File: config.mk
export PLATFORM = sky130hd
export DESIGN_NAME = warp_issue_top
export DESIGN_NICKNAME = d
export VERILOG_FILES = /design/src/hdl/warp_pkg.sv /design/src/hdl/warp_ibuffer.sv /design/src/hdl/warp_scoreboard.sv /design/src/hdl/warp_scheduler.sv /design/src/hdl/warp_issue_top.sv
export SDC_FILE = /design/constraint.sdc
export NUM_CORES = 1
export LEC_CHECK = 0
export BUFFER_PORTS_ARGS = -buffer_cell sky130_fd_sc_hd__buf_4
export CORE_ASPECT_RATIO = 0.9
export CORE_MARGIN = 4
export CORE_UTILIZATION = 28
export CTS_CLUSTER_DIAMETER = 100
export CTS_CLUSTER_SIZE = 10
export DETAILED_ROUTE_END_ITERATION = 10
export GPL_TIMING_DRIVEN = 0
export MAX_ROUTING_LAYER = met4
export SLEW_MARGIN = 20
export SYNTH_ARGS = -nofsm -noshare
export SYNTH_HDL_FRONTEND = slang
export SYNTH_HIERARCHICAL = 1
export SYNTH_SLANG_ARGS = --single-unit
File: constraint.sdc
create_clock -name clk -period 9.05 [get_ports clk]
set_input_delay 0.4525 -clock clk [delete_from_list [all_inputs] [get_ports clk]]
set_output_delay 0.4525 -clock clk [all_outputs]
set_load 0.02 [all_outputs]
File: src/hdl/warp_pkg.sv
// Sizes and shared types of the warp issue stage
// Instruction word with register and immediate views
// Fetch, issue and write-back payloads, scoreboard table layout

`default_nettype none

package warp_pkg;

  localparam int WARP_NUM = 4;
  localparam int WARP_W   = $clog2(WARP_NUM);
  localparam int SB_SIZE  = 4;
  localparam int REG_W    = 5;

  typedef logic [WARP_W-1:0]   warp_id_t;
  typedef logic [REG_W-1:0]    reg_id_t;
  typedef logic [WARP_NUM-1:0] warp_mask_t;

  typedef enum logic {
    FORM_REG = 1'b0,
    FORM_IMM = 1'b1
  } inst_form_t;

  // Form bit and rd line up in both views
  // rs1 overlaps the top of the immediate
  typedef struct packed {
    inst_form_t  form;
    reg_id_t     rd;
    reg_id_t     rs1;
    reg_id_t     rs2;
    logic [5:0]  funct;
    logic [9:0]  pad;
  } reg_view_t;

  typedef struct packed {
    inst_form_t  form;
    reg_id_t     rd;
    logic [15:0] imm;
    logic [9:0]  pad;
  } imm_view_t;

  typedef union packed {
    reg_view_t reg_view;
    imm_view_t imm_view;
  } inst_u;

  typedef inst_u [WARP_NUM-1:0] inst_arr_t;

  typedef struct packed {
    warp_id_t warp;
    inst_u    inst;
  } fetch_t;

  typedef struct packed {
    warp_id_t warp;
    inst_u    inst;
  } issue_t;

  typedef struct packed {
    warp_id_t warp;
    reg_id_t  rd;
  } wb_t;

  // One pending destination register
  typedef struct packed {
    logic    valid;
    reg_id_t tag;
  } sb_entry_t;

  typedef sb_entry_t [SB_SIZE-1:0] sb_row_t;
  typedef sb_row_t [WARP_NUM-1:0]  sb_table_t;

endpackage

`default_nettype wire

File: src/hdl/warp_ibuffer.sv
// Instruction buffer with one slot per warp
// Filled by the fetch strobe, emptied when the scheduler issues

`timescale 1ns/1ps
`default_nettype none

module warp_ibuffer
  import warp_pkg::*;
(
  input  logic       clk,
  input  logic       rst_n,

  input  logic       fetch_valid,
  input  fetch_t     fetch,

  input  logic       issue_clear,
  input  warp_id_t   issue_warp,

  output warp_mask_t slot_valid,
  output inst_arr_t  slot_inst
);

  warp_mask_t load_mask;
  warp_mask_t clear_mask;

  // Decode the two strobes into per-warp masks
  // A fetch only lands in an empty slot, so a same-cycle clear wins
  always_comb begin
    load_mask  = '0;
    clear_mask = '0;
    for (int w = 0; w < WARP_NUM; w++) begin
      if (fetch_valid && fetch.warp == warp_id_t'(w) && !slot_valid[w]) begin
        load_mask[w] = 1'b1;
      end
      if (issue_clear && issue_warp == warp_id_t'(w)) begin
        clear_mask[w] = 1'b1;
      end
    end
  end

  always_ff @(posedge clk or negedge rst_n) begin
    if (!rst_n) begin
      slot_valid <= '0;
    end else begin
      slot_valid <= (slot_valid & ~clear_mask) | load_mask;
    end
  end

  // Instruction storage
  always_ff @(posedge clk) begin
    for (int w = 0; w < WARP_NUM; w++) begin
      if (load_mask[w]) begin
        slot_inst[w] <= fetch.inst;
      end
    end
  end

endmodule

`default_nettype wire

File: src/hdl/warp_scoreboard.sv
// Per-warp scoreboard of pending destination registers
// Set by the scheduler on issue, cleared by write-back tag match

`timescale 1ns/1ps
`default_nettype none

module warp_scoreboard
  import warp_pkg::*;
(
  input  logic      clk,
  input  logic      rst_n,

  input  logic      sb_set,
  input  warp_id_t  sb_warp,
  input  reg_id_t   sb_rd,

  input  logic      wb_valid,
  input  wb_t       wb,

  output sb_table_t pending
);

  logic    [WARP_NUM-1:0][SB_SIZE-1:0] ent_valid;
  logic    [WARP_NUM-1:0][SB_SIZE-1:0] valid_nxt;
  reg_id_t [WARP_NUM-1:0][SB_SIZE-1:0] ent_tag;

  logic [SB_SIZE-1:0] set_onehot;
  logic [SB_SIZE-1:0] clr_mask;
  logic               set_found;

  // Lowest free entry in the target warp
  always_comb begin
    set_onehot = '0;
    set_found  = 1'b0;
    for (int e = 0; e < SB_SIZE; e++) begin
      if (sb_set && !set_found && !ent_valid[sb_warp][e]) begin
        set_onehot[e] = 1'b1;
        set_found     = 1'b1;
      end
    end
  end

  // Entries retired by write-back; rd 0 is never tracked
  always_comb begin
    clr_mask = '0;
    for (int e = 0; e < SB_SIZE; e++) begin
      clr_mask[e] = wb_valid && (wb.rd != '0) && ent_valid[wb.warp][e] &&
                    (ent_tag[wb.warp][e] == wb.rd);
    end
  end

  // Set and clear touch different entries, both apply in one cycle
  always_comb begin
    valid_nxt          = ent_valid;
    valid_nxt[wb.warp] = valid_nxt[wb.warp] & ~clr_mask;
    valid_nxt[sb_warp] = valid_nxt[sb_warp] | set_onehot;
  end

  always_ff @(posedge clk or negedge rst_n) begin
    if (!rst_n) begin
      ent_valid <= '0;
    end else begin
      ent_valid <= valid_nxt;
    end
  end

  always_ff @(posedge clk) begin
    for (int e = 0; e < SB_SIZE; e++) begin
      if (set_onehot[e]) begin
        ent_tag[sb_warp][e] <= sb_rd;
      end
    end
  end

  always_comb begin
    for (int w = 0; w < WARP_NUM; w++) begin
      for (int e = 0; e < SB_SIZE; e++) begin
        pending[w][e].valid = ent_valid[w][e];
        pending[w][e].tag   = ent_tag[w][e];
      end
    end
  end

endmodule

`default_nettype wire

File: src/hdl/warp_scheduler.sv
// Warp scheduler with hazard check, round-robin pick and issue FSM
// SELECT latches a warp, ISSUE fires all side effects on one edge

`timescale 1ns/1ps
`default_nettype none

module warp_scheduler
  import warp_pkg::*;
(
  input  logic       clk,
  input  logic       rst_n,
  input  logic       rdy,

  input  warp_mask_t slot_valid,
  input  inst_arr_t  slot_inst,
  input  sb_table_t  pending,

  output logic       issue_clear,
  output warp_id_t   issue_warp,

  output logic       sb_set,
  output warp_id_t   sb_warp,
  output reg_id_t    sb_rd,

  output logic       issue_valid,
  output issue_t     issue
);

  typedef enum logic {
    ST_SELECT = 1'b0,
    ST_ISSUE  = 1'b1
  } state_t;

  state_t     state;
  warp_id_t   last_warp;
  warp_id_t   next_warp;
  warp_id_t   sel_warp;
  inst_u      sel_inst;
  warp_mask_t eligible;
  logic       any_elig;
  logic       issue_fire;

  // Register r is waiting on a write-back in this row
  function automatic logic reg_busy(sb_row_t row, reg_id_t r);
    logic hit;
    hit = 1'b0;
    for (int e = 0; e < SB_SIZE; e++) begin
      if (row[e].valid && row[e].tag == r) begin
        hit = 1'b1;
      end
    end
    return hit && (r != '0);
  endfunction

  function automatic logic row_full(sb_row_t row);
    logic full;
    full = 1'b1;
    for (int e = 0; e < SB_SIZE; e++) begin
      full = full & row[e].valid;
    end
    return full;
  endfunction

  for (genvar w = 0; w < WARP_NUM; w++) begin : gen_elig
    inst_u cur;
    logic  rd_ok;
    logic  src_ok;

    assign cur = slot_inst[w];

    // Destination needs a free entry and no WAW hazard
    assign rd_ok = (cur.reg_view.rd == '0) ||
                   (!reg_busy(pending[w], cur.reg_view.rd) && !row_full(pending[w]));

    // Sources only count in the register form
    assign src_ok = (cur.reg_view.form == FORM_IMM) ||
                    (!reg_busy(pending[w], cur.reg_view.rs1) &&
                     !reg_busy(pending[w], cur.reg_view.rs2));

    assign eligible[w] = slot_valid[w] && rd_ok && src_ok;
  end

  // Search starts one past the last issued warp and wraps
  always_comb begin
    warp_id_t idx;
    logic     found;
    next_warp = last_warp;
    found     = 1'b0;
    for (int k = 1; k <= WARP_NUM; k++) begin
      idx = last_warp + warp_id_t'(k);
      if (!found && eligible[idx]) begin
        next_warp = idx;
        found     = 1'b1;
      end
    end
  end

  assign any_elig   = |eligible;
  assign issue_fire = rdy && (state == ST_ISSUE);

  assign issue_clear = issue_fire;
  assign issue_warp  = sel_warp;
  assign sb_set      = issue_fire && (sel_inst.reg_view.rd != '0);
  assign sb_warp     = sel_warp;
  assign sb_rd       = sel_inst.reg_view.rd;

  always_ff @(posedge clk or negedge rst_n) begin
    if (!rst_n) begin
      state       <= ST_SELECT;
      last_warp   <= warp_id_t'(WARP_NUM - 1);
      issue_valid <= 1'b0;
    end else begin
      issue_valid <= 1'b0;
      if (rdy) begin
        case (state)
          ST_SELECT: begin
            if (any_elig) begin
              state <= ST_ISSUE;
            end
          end
          ST_ISSUE: begin
            issue_valid <= 1'b1;
            last_warp   <= sel_warp;
            state       <= ST_SELECT;
          end
        endcase
      end
    end
  end

  // Latched selection and outgoing instruction
  always_ff @(posedge clk) begin
    if (rdy && state == ST_SELECT && any_elig) begin
      sel_warp <= next_warp;
      sel_inst <= slot_inst[next_warp];
    end
    if (issue_fire) begin
      issue.warp <= sel_warp;
      issue.inst <= sel_inst;
    end
  end

endmodule

`default_nettype wire

File: src/hdl/warp_issue_top.sv
// Issue stage top level
// Instruction buffer, scoreboard and scheduler wired together

`timescale 1ns/1ps
`default_nettype none

module warp_issue_top
  import warp_pkg::*;
(
  input  logic       clk,
  input  logic       rst_n,
  input  logic       rdy,

  input  logic       fetch_valid,
  input  fetch_t     fetch,
  output warp_mask_t slot_full,

  input  logic       wb_valid,
  input  wb_t        wb,

  output logic       issue_valid,
  output issue_t     issue
);

  inst_arr_t slot_inst;
  sb_table_t pending;
  logic      issue_clear;
  warp_id_t  issue_warp;
  logic      sb_set;
  warp_id_t  sb_warp;
  reg_id_t   sb_rd;

  // Slot occupancy goes straight out as slot_full
  warp_ibuffer u_ibuffer (
    .clk         (clk),
    .rst_n       (rst_n),
    .fetch_valid (fetch_valid),
    .fetch       (fetch),
    .issue_clear (issue_clear),
    .issue_warp  (issue_warp),
    .slot_valid  (slot_full),
    .slot_inst   (slot_inst)
  );

  warp_scoreboard u_scoreboard (
    .clk      (clk),
    .rst_n    (rst_n),
    .sb_set   (sb_set),
    .sb_warp  (sb_warp),
    .sb_rd    (sb_rd),
    .wb_valid (wb_valid),
    .wb       (wb),
    .pending  (pending)
  );

  warp_scheduler u_scheduler (
    .clk         (clk),
    .rst_n       (rst_n),
    .rdy         (rdy),
    .slot_valid  (slot_full),
    .slot_inst   (slot_inst),
    .pending     (pending),
    .issue_clear (issue_clear),
    .issue_warp  (issue_warp),
    .sb_set      (sb_set),
    .sb_warp     (sb_warp),
    .sb_rd       (sb_rd),
    .issue_valid (issue_valid),
    .issue       (issue)
  );

endmodule

`default_nettype wire

; Yosys cells after proc, flatten, opt, wreduce, memory -nomap -nowiden
; Index checks and enable logic that the tools add are counted.
; W data, S select, Z words.
[totals]
regBits = 300
latch_bits = 0
ramBits = 0
romBits = 0
input_bits = 46
output_inout_bits = 39
word_cells = 407
memories = 0
[op_classes]
add_sub_neg = 3
multipliers = 0
div = 0
magnitude_cmp = 9
n_eq_ne = 58
shift = 0
n_mux = 113
n_bitwise = 19
n_reduce_logical = 173
[ops]
columns = op, n
row1 = $bwmux W80, 4
row2 = $mux W80, 4
row3 = $eq A5 B5 Y1, 52
row4 = $demux W20 S2, 4
row5 = $logic_and A1 B1 Y1, 113
row6 = $mux W1, 72
row7 = $reduce_bool A5 Y1, 14
row8 = $bmux W32 S2, 1
row9 = $bmux W20 S2, 1
row10 = $mux W20, 2
row11 = $bwmux W16, 2
row12 = $mux W32, 1
row13 = $logic_not A1 Y1, 30
row14 = $bmux W4 S2, 3
row15 = $lt A2 B3 Y1 const B, 7
row16 = $logic_not A5 Y1, 4
row17 = $mux W4, 5
row18 = $demux W4 S2, 2
row19 = $mux W15, 1
row20 = $and A1 B1 Y1, 12
row21 = $mux W10, 1
row22 = $and A4 B4 Y4, 2
row23 = $bmux W1 S2, 4
row24 = $eq A2 B2 Y1 const B, 4
row25 = 14 further kinds, 30

; Longest topological paths before layout
; Gate-level depths: netlist of run 1.
[depth]
depth_word = 26
ltp_mapped = 13

; Hierarchy
; Netlist of run 1, hierarchy kept.
[by_module_without_submodules]
columns = module, instances, cells_per_inst, area_each_um2
row1 = warp_scheduler, 1, 667, 6736.5
row2 = warp_scoreboard, 1, 249, 4216.5
row3 = warp_ibuffer, 1, 144, 4052.6

; Worst setup path after synthesis of run 1
; Ideal clock, no wire load.
[synth_timing]
kind = register -> register
startpoint = reg u_ibuffer/slot_inst[49] (netlist bit)
endpoint = reg u_scheduler.sel_warp[0], in the netlist u_scheduler/issue_warp[0] (enable)
arrival_ps = 3269
required_time_ps = 8625
setup_slack_ps = 5356
path_stages_with_launch = 10
path_buffers = 1
synth_period_minus_slack_ps = 3694
cell_sequence = edfxtp_1 -> buf_4 -> xor2_1 -> nor4_1 -> and3_1 -> or4_4 -> a21oi_4 -> and3_1 -> o41ai_1 -> nor2_1
[synth_via]
elab_chain_len = 13
[synth_lines]
columns = element, line
row1 = "start, declared", warp_ibuffer.sv:20  ; output inst_arr_t slot_inst
row2 = "start signal, assigned by index", warp_ibuffer.sv:53  ; slot_inst[w] <= fetch.inst;
row3 = $eq A5 B5 Y1, warp_scheduler.sv:48  ; if (row[e].valid && row[e].tag == r) begin
row4 = $logic_and A1 B1 Y1, warp_scheduler.sv:48
row5 = $mux W1 (4 in series), warp_scheduler.sv:48
row6 = $logic_and A1 B1 Y1 (*), warp_scheduler.sv:52  ; return hit && (r != '0);
row7 = $logic_not A1 Y1 (*), warp_scheduler.sv:78  ; !reg_busy(pending[w], cur.reg_view.rs2));
row8 = $logic_and A1 B1 Y1 (*), warp_scheduler.sv:77  ; (!reg_busy(pending[w], cur.reg_view.rs1) &&
row9 = $logic_or A1 B1 Y1 (*), warp_scheduler.sv:76  ; assign src_ok = (cur.reg_view.form == FORM_IMM) ||
row10 = $logic_and A1 B1 Y1 (*), warp_scheduler.sv:80  ; assign eligible[w] = slot_valid[w] && rd_ok && src_ok;
row11 = $reduce_or A4 Y1 (*), warp_scheduler.sv:98  ; assign any_elig = |eligible;
row12 = $logic_and A1 B1 Y1 (*), warp_scheduler.sv:133  ; if (rdy && state == ST_SELECT && any_elig) begin
row13 = "end signal, assigned", warp_scheduler.sv:134  ; sel_warp <= next_warp;
row14 = "end, declared", warp_scheduler.sv:37  ; warp_id_t sel_warp;
; Mark *: on every way between the ends. The rest lies on a longest branch, timed or not.
; A chain may end at the register's enable or synchronous reset.

; Worst setup path after layout of run 1
[layout_timing]
startpoint = reg u_ibuffer/slot_inst[19] (netlist bit)
endpoint = reg u_scheduler/sel_inst[26] (netlist bit), data pin
[layout_via]
elab_chain_len = 25
[layout_lines]
columns = element, line
row1 = $eq A5 B5 Y1, warp_scheduler.sv:48
row2 = $logic_and A1 B1 Y1, warp_scheduler.sv:48
row3 = $mux W1 (4 in series), warp_scheduler.sv:48
row4 = $logic_and A1 B1 Y1 (*), warp_scheduler.sv:52
row5 = $logic_not A1 Y1 (*), warp_scheduler.sv:78
row6 = $logic_and A1 B1 Y1 (*), warp_scheduler.sv:77
row7 = $logic_or A1 B1 Y1 (*), warp_scheduler.sv:76
row8 = $logic_and A1 B1 Y1 (*), warp_scheduler.sv:80
row9 = [7 not listed], n/a
row10 = $logic_and A1 B1 Y1, warp_scheduler.sv:91  ; if (!found && eligible[idx]) begin
row11 = $mux W1, warp_scheduler.sv:91
row12 = $logic_not A1 Y1, warp_scheduler.sv:91
row13 = $logic_and A1 B1 Y1, warp_scheduler.sv:91
row14 = $mux W2 (*), warp_scheduler.sv:91
row15 = named net u_scheduler.next_warp[1], warp_scheduler.sv:36  ; warp_id_t next_warp;
row16 = $bmux W32 S2 (*), warp_scheduler.sv:135  ; sel_inst <= slot_inst[next_warp];
row17 = $mux W32 (implied by the code) (*), warp_scheduler.sv:135
row18 = "end signal, assigned", warp_scheduler.sv:135
row19 = "end, declared", warp_scheduler.sv:38  ; inst_u sel_inst;
; The timed path passes the listed nets; every way through them passes the cells marked *. The select of a mux whose other input is x is not followed.

==> results of run 1 <==
## flip-flops by register name, indices dropped and copies added (netlist names)
name                     cells
u_ibuffer/slot_inst        128
u_scoreboard/pending        96
u_scheduler/issue           34
u_scheduler/sel_inst        32
u_ibuffer/slot_valid         4
u_scheduler/issue_warp       2
u_scheduler/last_warp        2
u_scheduler/issue_valid      1
u_scheduler/state            1
## cell families after synthesis
| family | count (synthesis) | share of synthesized area (%) |
|---|---|---|
| AO/OA/AOI/OAI | 65 | 3.144 |
| AND/OR/NAND/NOR | 219 | 8.413 |
| flip-flops | 300 | 59.25 |
| multiplexers | 120 | 10.41 |
| buffers and inverters | 96 | 3.610 |
| XOR/XNOR | 260 | 15.18 |
## final cells by class
| cell class | instances | area (sq um) |
|---|---|---|
| fillers | 5221 | 35450 |
| flip-flops and latches | 300 | 8891 |
| multi-input cells | 664 | 5594 |
| clock buffers | 62 | 998.5 |
| well taps | 697 | 872.1 |
| repair buffers | 84 | 678.2 |
| plain buffers | 91 | 523.0 |
| clock inverters | 2 | 25.02 |
| inverters | 5 | 18.77 |
## path summary, 6_finish.rpt
kind | start | to
worst max-delay path | u_ibuffer/slot_inst[19]$_DFFE_PP_ | u_scheduler/sel_inst[26]$_DFFE_PP_
worst min-delay path | fetch[26] | u_ibuffer/slot_inst[90]$_DFFE_PP_
worst max register to register | u_ibuffer/slot_inst[19]$_DFFE_PP_ | u_scheduler/sel_inst[26]$_DFFE_PP_
worst min register to register | u_scheduler/sel_inst[7]$_DFFE_PP_ | u_scheduler/issue[7]$_DFFE_PP_
max in group asynchronous | rst_n | u_scheduler/last_warp[1]$_DFFE_PN1P_
min in group asynchronous | rst_n | u_scoreboard/pending[77]$_DFF_PN0_
## critical path: stages (launching register included)
cell and delay [ns]:
edfxtp_1 0.32, clkbuf_1 0.52, xor2_1 0.22, nor4_1 0.08
nand3_1 0.09, nand4_1 0.14, a221oi_1 0.67, nand2_1 0.16
a2111oi_2 0.40, a21oi_2 0.08, buf_6 0.19, buf_8 0.17
mux2i_1 0.13, mux2i_1 0.43
## power by group
part / switching [mW] / internal [mW]
sequential: 0.248 / 1.87
combinational: 0.951 / 0.708
clock: 0.528 / 0.746
## layer usage
metal | vias up | wire (microns)
li1 | 4170 | -
met2 | 457 | 19970
met3 | 82 | 3829
met4 | 0 | 1139
met1 | 4874 | 20310
met5 | - | 0
## cells in the mapped netlist, drive strengths merged (7+ instances only)
cell,count,area [sq um]
edfxtp,276,8288
xor2,192,1682
mux2i,96,960.9
xnor2,68,595.6
buf,51,372.9
nor4,51,325.3
nor2,41,156.4
clkbuf,40,150.1
nand3,27,140.1
mux4,24,600.6
dfrtp,22,550.5
and2,21,131.4
and3,17,106.4
nor3,16,80.08
nand2,14,52.55
a21oi,12,75.08
o21ai,12,63.81
a31oi,11,68.82
o31ai,8,60.06
nand3b,7,52.55
nand4,7,50.05
## metrics by stage
stage	hold WS (ns)	cells	power [mW]
global placement	0.3893	1834	3.760
CTS	0.1056	1905	5.091
detailed placement	0.3926	1840	3.804
finish	0.1241	1905	5.052
floorplan	0.1569	1060	3.181
global route	0.1106	1905	5.270
## timing repair
item | 4_1_cts | 5_1_grt
hold endpoints to repair | 22 | 0
hold buffers | 1 | 0
setup buffers | 0 | 0
==> metrics.md, run 1 <==
| Metric | Value |
|---|---|
| Pleak | 6.197 nW |
| Fin area | 0.01760 sq mm |
| Die X | 252.0 microns |
| Status | completed |
| Peak fanout along the critical path | 10 |
| Worst-margin pin slew | 1.082 ns |
| Setup crit start kind | flop |
| Synth cell types | 64 |
| Layout cells sized above 1 | 16.23% |
| Maxcap violations | 0 |
| Antenna Violating Nets Remaining | 0 |
| Final Max Tran Viols | 0 |
| TritonCTS clock tree | yes |
| Worst EP required | 9.31 ns |
| Routed len/inst | 23.75 microns |
| Final TNS setup | 0 ns |
| Pin count of the biggest net entering global routing | 34 |
| M2 GR Usage | 23.19% |
| Starting Density | 28.29% |
| Asr flop ratio synth | 8.000% |
| Final hold vios | 0 |
| Layout Area Growth over Synthesis | 17.29% |
| Worst-skew pair later-pin latency | 0.53 ns |
| PwrDens | 287.0 mW/mm^2 |
| DIE HEIGHT | 227.6 microns |
| Root buffer cell | clkbuf_16 |
| Grt peak-use layer | met2 |
| Final #Nets | 1,227 |
| Peak Freq | 255.9 MHz |
| Hold Path Class | in2reg |
| Clk sinks | 300 |
| Total clock buffers created by CTS | 35 |
| Post-synthesis cell count | 1,060 |
| First-pass GRT wire length | 64,560 microns |
| Worst Slack Setup Final | 5.142 ns |
| Remaining DRCs | 0 |
| Critical Path End Type | flop |
| CORE AREA | 0.05305 sq mm |
| Final setup vio count | 0 |
| Primary FF master, synth | edfxtp_1 |
| Worst R2R Path Depth | 13 |
| Sequential share of the synthesized area | 59.25% |
| Clk buf depth | 3 |
| # rows | 80 |
| Synthesized area | 0.01501 sq mm |
| Fin crit period | 3.908 ns |
| Vias | 9,583 |
| Pre-CTS WS | 5.379 ns |
| Most common cell after layout, fill and taps aside | edfxtp_1 |
| Final period util | 43.18% |
| Most frequent cells in the layout | 276 x edfxtp_1, 192 x xor2_1, 96 x mux2i_1 |
| Global route overflow | 0 |
| I/O pin total | 85 |
| Vias in the first global route | 9,297 |
| Data arrival, critical path | 4.17 ns |
| Drt initial violations | 1,142 |
| Met3 Use GR | 3.061% |
| Post-synth EDFFs | 276 |
| Clock skew | 0.02709 ns |
| Die area | 0.05736 sq mm |
| Tot GR Track Use | 15.79% |
| Antenna diode count | 0 |
| RSZ-0062 raised after global routing | false |
| Post-synthesis register bit count | 300 |
| Final Util | 33.18% |
| H-tree levels | 2 |
| WL final | 45,240 microns |
| Peak supply drop | 0.0002101 V |
| Mapped Nets | 1,106 |
| Worst-path clk slew | 0.06 ns |
| DRT Pass-1 Iters | 6 |
| Port Buffer Count | 77 |
| Grt met1 use | 22.51% |
| CTS resizes | 0 |
| Synth warn | 6 |
| Routability cong. | 0.9734 |
| Flop-to-flop setup slack | 5.14 ns |
| Area post-placement | 0.01656 sq mm |
| Slew Limit Headroom | 27.88% |
| Initial antenna violation count | 2 |
| Hold path cells | 1 |
| Vias/cell | 5.030 |
| Dpl hpwl | 33,390 microns |
| Syn_area_per_cell | 14.16 sq um |
| Critical path class | reg2reg |
Power figures use the tool's default switching activity.
==> run 2, diff against run 1 <==
clock period = 3.8 ns   (was 9.05 ns; I/O delays follow)
==> run 2 against run 1 <==
  * Via count rose by 0.38%
  * Clock-buffer cell count stayed put
  * Register-to-register slack worse by 5.1 ns
  * Sequential share of layout area fell by 0.92 points
  * Die area stayed put
  * Largest cell class unchanged
  * Largest power group unchanged
==> metrics.md, run 2 (synthesized netlist as in run 1, its figures left out) <==
| Metric | Value |
|---|---|
| TritonCTS clock tree | yes |
| Tot GR Track Use | 15.86% (+0.063 points) |
| Worst-skew pair later-pin latency | 0.53 ns (about the same) |
| Fin area | 0.01793 sq mm (+1.9%) |
| Final setup vio count | 0 (unchanged) |
| Antenna diode count | 0 (unchanged) |
| Vias in the first global route | 9,457 (+1.7%) |
| Max FFs per register | 128 (unchanged) |
| Final #Nets | 1,256 (+2.4%) |
| Peak supply drop | 0.0005019 V (+140%) |
| I/O pin total | 85 (unchanged) |
| Worst hold path startpoint | fetch[33] |
| Drt initial violations | 1,167 (+2.2%) |
| Root buffer cell | clkbuf_16 |
| Area post-placement | 0.01656 sq mm (unchanged) |
| Antenna Violating Nets Remaining | 0 (unchanged) |
| Largest Register | u_ibuffer/slot_inst |
| Worst-margin pin slew | 1.054 ns (-0.02812 ns) |
| Hold path cells | 2 (+1) |
| Routability cong. | 0.9734 (unchanged) |
| Setup crit start kind | flop |
| Vias/cell | 4.974 (-1.1%) |
| # rows | 80 (unchanged) |
| Most frequent cells in the layout | 276 x edfxtp_1, 192 x xor2_1, 95 x mux2i_1 |
| Pin count of the biggest net entering global routing | 34 (unchanged) |
| First-pass GRT wire length | 65,060 microns (+0.77%) |
| R2r startpoint | u_scoreboard/pending[72]$_DFFE_PP_ |
| Global route overflow | 0 (unchanged) |
| WL final | 45,340 microns (+0.22%) |
| PwrDens | 674.4 mW/mm^2 (+130%) |
| Final period util | 97.67% (+54 points) |
| Layout cells sized above 1 | 16.09% (-0.14 points) |
| Routed len/inst | 23.45 microns (-1.3%) |
| Most common cell after layout, fill and taps aside | edfxtp_1 |
| Worst EP required | 4.07 ns (-5.24 ns) |
| Peak fanout along the critical path | 10 (unchanged) |
| Clk buf depth | 3 (unchanged) |
| Final Max Tran Viols | 0 (unchanged) |
| Layout Area Growth over Synthesis | 19.47% |
| Dpl hpwl | 33,390 microns (unchanged) |
| Hold Path Class | in2reg |
| Post-CTS setup buffers | 0 (unchanged) |
| RSZ-0062 raised after global routing | false |
| Critical Path End Type | flop |
| Final TNS setup | 0 ns (unchanged) |
| H-tree levels | 2 (unchanged) |
| CORE AREA | 0.05305 sq mm (unchanged) |
| Flop-to-flop setup slack | 0.09 ns (-5.05 ns) |
| Final Util | 33.79% (+0.62 points) |
| Peak Freq | 269.4 MHz (+5.3%) |
| Port Buffer Count | 77 (unchanged) |
| Fill cell count | 5,204 (-0.33%) |
| Vias | 9,619 (+0.38%) |
| Data arrival, critical path | 3.99 ns (-0.18 ns) |
| Remaining DRCs | 0 (unchanged) |
| Starting Density | 28.29% (unchanged) |
| Worst Hold Endpoint | u_ibuffer/slot_inst[16]$_DFFE_PP_ |
| Critical path class | reg2reg |
| Pleak | 6.331 nW (+2.2%) |
| Maxcap violations | 0 (unchanged) |
| Worst R2R Path Depth | 12 (-1) |
| Clock skew | 0.02540 ns (-0.001694 ns) |
| Reg2reg end | u_scheduler/sel_inst[27]$_DFFE_PP_ |
| Initial antenna violation count | 2 (unchanged) |
| Fin crit period | 3.712 ns (-0.1965 ns) |
| DRT Pass-1 Iters | 6 (unchanged) |
| Final hold vios | 0 (unchanged) |
| Die area | 0.05736 sq mm (unchanged) |
| Worst-path clk slew | 0.06 ns (about the same) |
| Status | completed |
| Total clock buffers created by CTS | 35 (unchanged) |
| Die X | 252.0 microns (unchanged) |
| DIE HEIGHT | 227.6 microns (unchanged) |
| Clk sinks | 300 (unchanged) |
| Slew Limit Headroom | 29.76% (+1.9 points) |
## run 2: cell count changes in the layout (fill, tap and decap cells not counted)
cell           before  now
a221oi_1            4    3
a211oi_2            0    1
a211oi_1            1    0
mux2i_2             0    1
dlygate4sd3_1       1   33
mux2i_1            96   95
buf_2              25   24
a221oi_2            0    1
clkbuf_1           66   63
buf_4              92   93
## run 2: worst max-delay path by stage
stage | startpoint | end | slack [ns] | cells after the start
detailed placement | u_ibuffer/slot_inst[19]$_DFFE_PP_ | u_scheduler/sel_inst[26]$_DFFE_PP_ | 0.13 | 13
floorplan | u_ibuffer/slot_inst[49]$_DFFE_PP_ | u_scheduler/issue_warp[0]$_DFFE_PP_ | 0.11 | 9
global route | u_scoreboard/pending[80]$_DFFE_PP_ | u_scheduler/sel_inst[27]$_DFFE_PP_ | 0.03 | 11
finish | u_scoreboard/pending[72]$_DFFE_PP_ | u_scheduler/sel_inst[27]$_DFFE_PP_ | 0.09 | 12
CTS | u_ibuffer/slot_inst[90]$_DFFE_PP_ | u_scheduler/sel_inst[26]$_DFFE_PP_ | 0.1 | 11
global placement | u_ibuffer/slot_inst[21]$_DFFE_PP_ | u_scheduler/sel_inst[24]$_DFFE_PP_ | -1.64 | 9
## run 2: report_power, final
group / switching, mW / leakage (nW) / internal (mW) / total, mW
clock network: 1.26 / 0.486 / 1.78 / 3.04
registers: 0.597 / 2.77 / 4.46 / 5.05
logic: 2.27 / 3.07 / 1.73 / 4.00
total: 4.13 / 6.33 / 7.96 / 12.1
## run 2: area by class of cell
| type | instances | area (sq um) | area share, % |
|---|---|---|---|
| well taps | 697 | 872.1 | 4.865 |
| repair buffers | 116 | 998.5 | 5.570 |
| multi-input cells | 664 | 5609 | 31.29 |
| plain buffers | 88 | 514.2 | 2.869 |
| clock buffers | 62 | 998.5 | 5.570 |
| clock inverters | 2 | 25.02 | 0.1396 |
| flip-flops and latches | 300 | 8891 | 49.60 |
| inverters | 5 | 18.77 | 0.1047 |
## run 2: critical path, cell delays in order, from the launching register on
cell and delay (ns):
edfxtp_1 0.59, xor2_1 0.24, nor4_1 0.29, and3_1 0.22, a31oi_1 0.05, a221oi_1 0.50
nor4_2 0.12, a2111oi_2 0.43, a21oi_2 0.08, buf_6 0.19, buf_8 0.17, mux2i_1 0.13
mux2i_1 0.42
## run 2: repair_timing
item,CTS,global route
resized for setup,0,5
hold buffers,33,0
endpoints found under the setup margin,0,2
hold endpoints to repair,152,0
## run 2: stage by stage
| step | std cells | hold slack (ns) | power (mW) | worst slack (ns) |
|---|---|---|---|---|
| after global routing | 1934 | 0.04636 | 12.60 | 0.02621 |
| final | 1934 | 0.04619 | 12.09 | 0.08836 |
| after floorplan | 1060 | -0.1056 | 7.575 | 0.1056 |
| after CTS | 1937 | 0.02321 | 12.15 | 0.09611 |
| after global placement | 1834 | 0.1268 | 8.956 | -1.635 |
| after detailed placement | 1840 | 0.1301 | 9.059 | 0.1289 |
## run 2: per-layer routing
metal | GRT usage (%) | part of all wire, % | vias to the layer above
met4 | 4.235 | 2.5 | 0
li1 | - | - | 4228
met5 | - | 0 | -
met3 | 3.049 | 9.2 | 80
met1 | 22.58 | 44 | 4837
met2 | 23.33 | 44 | 474
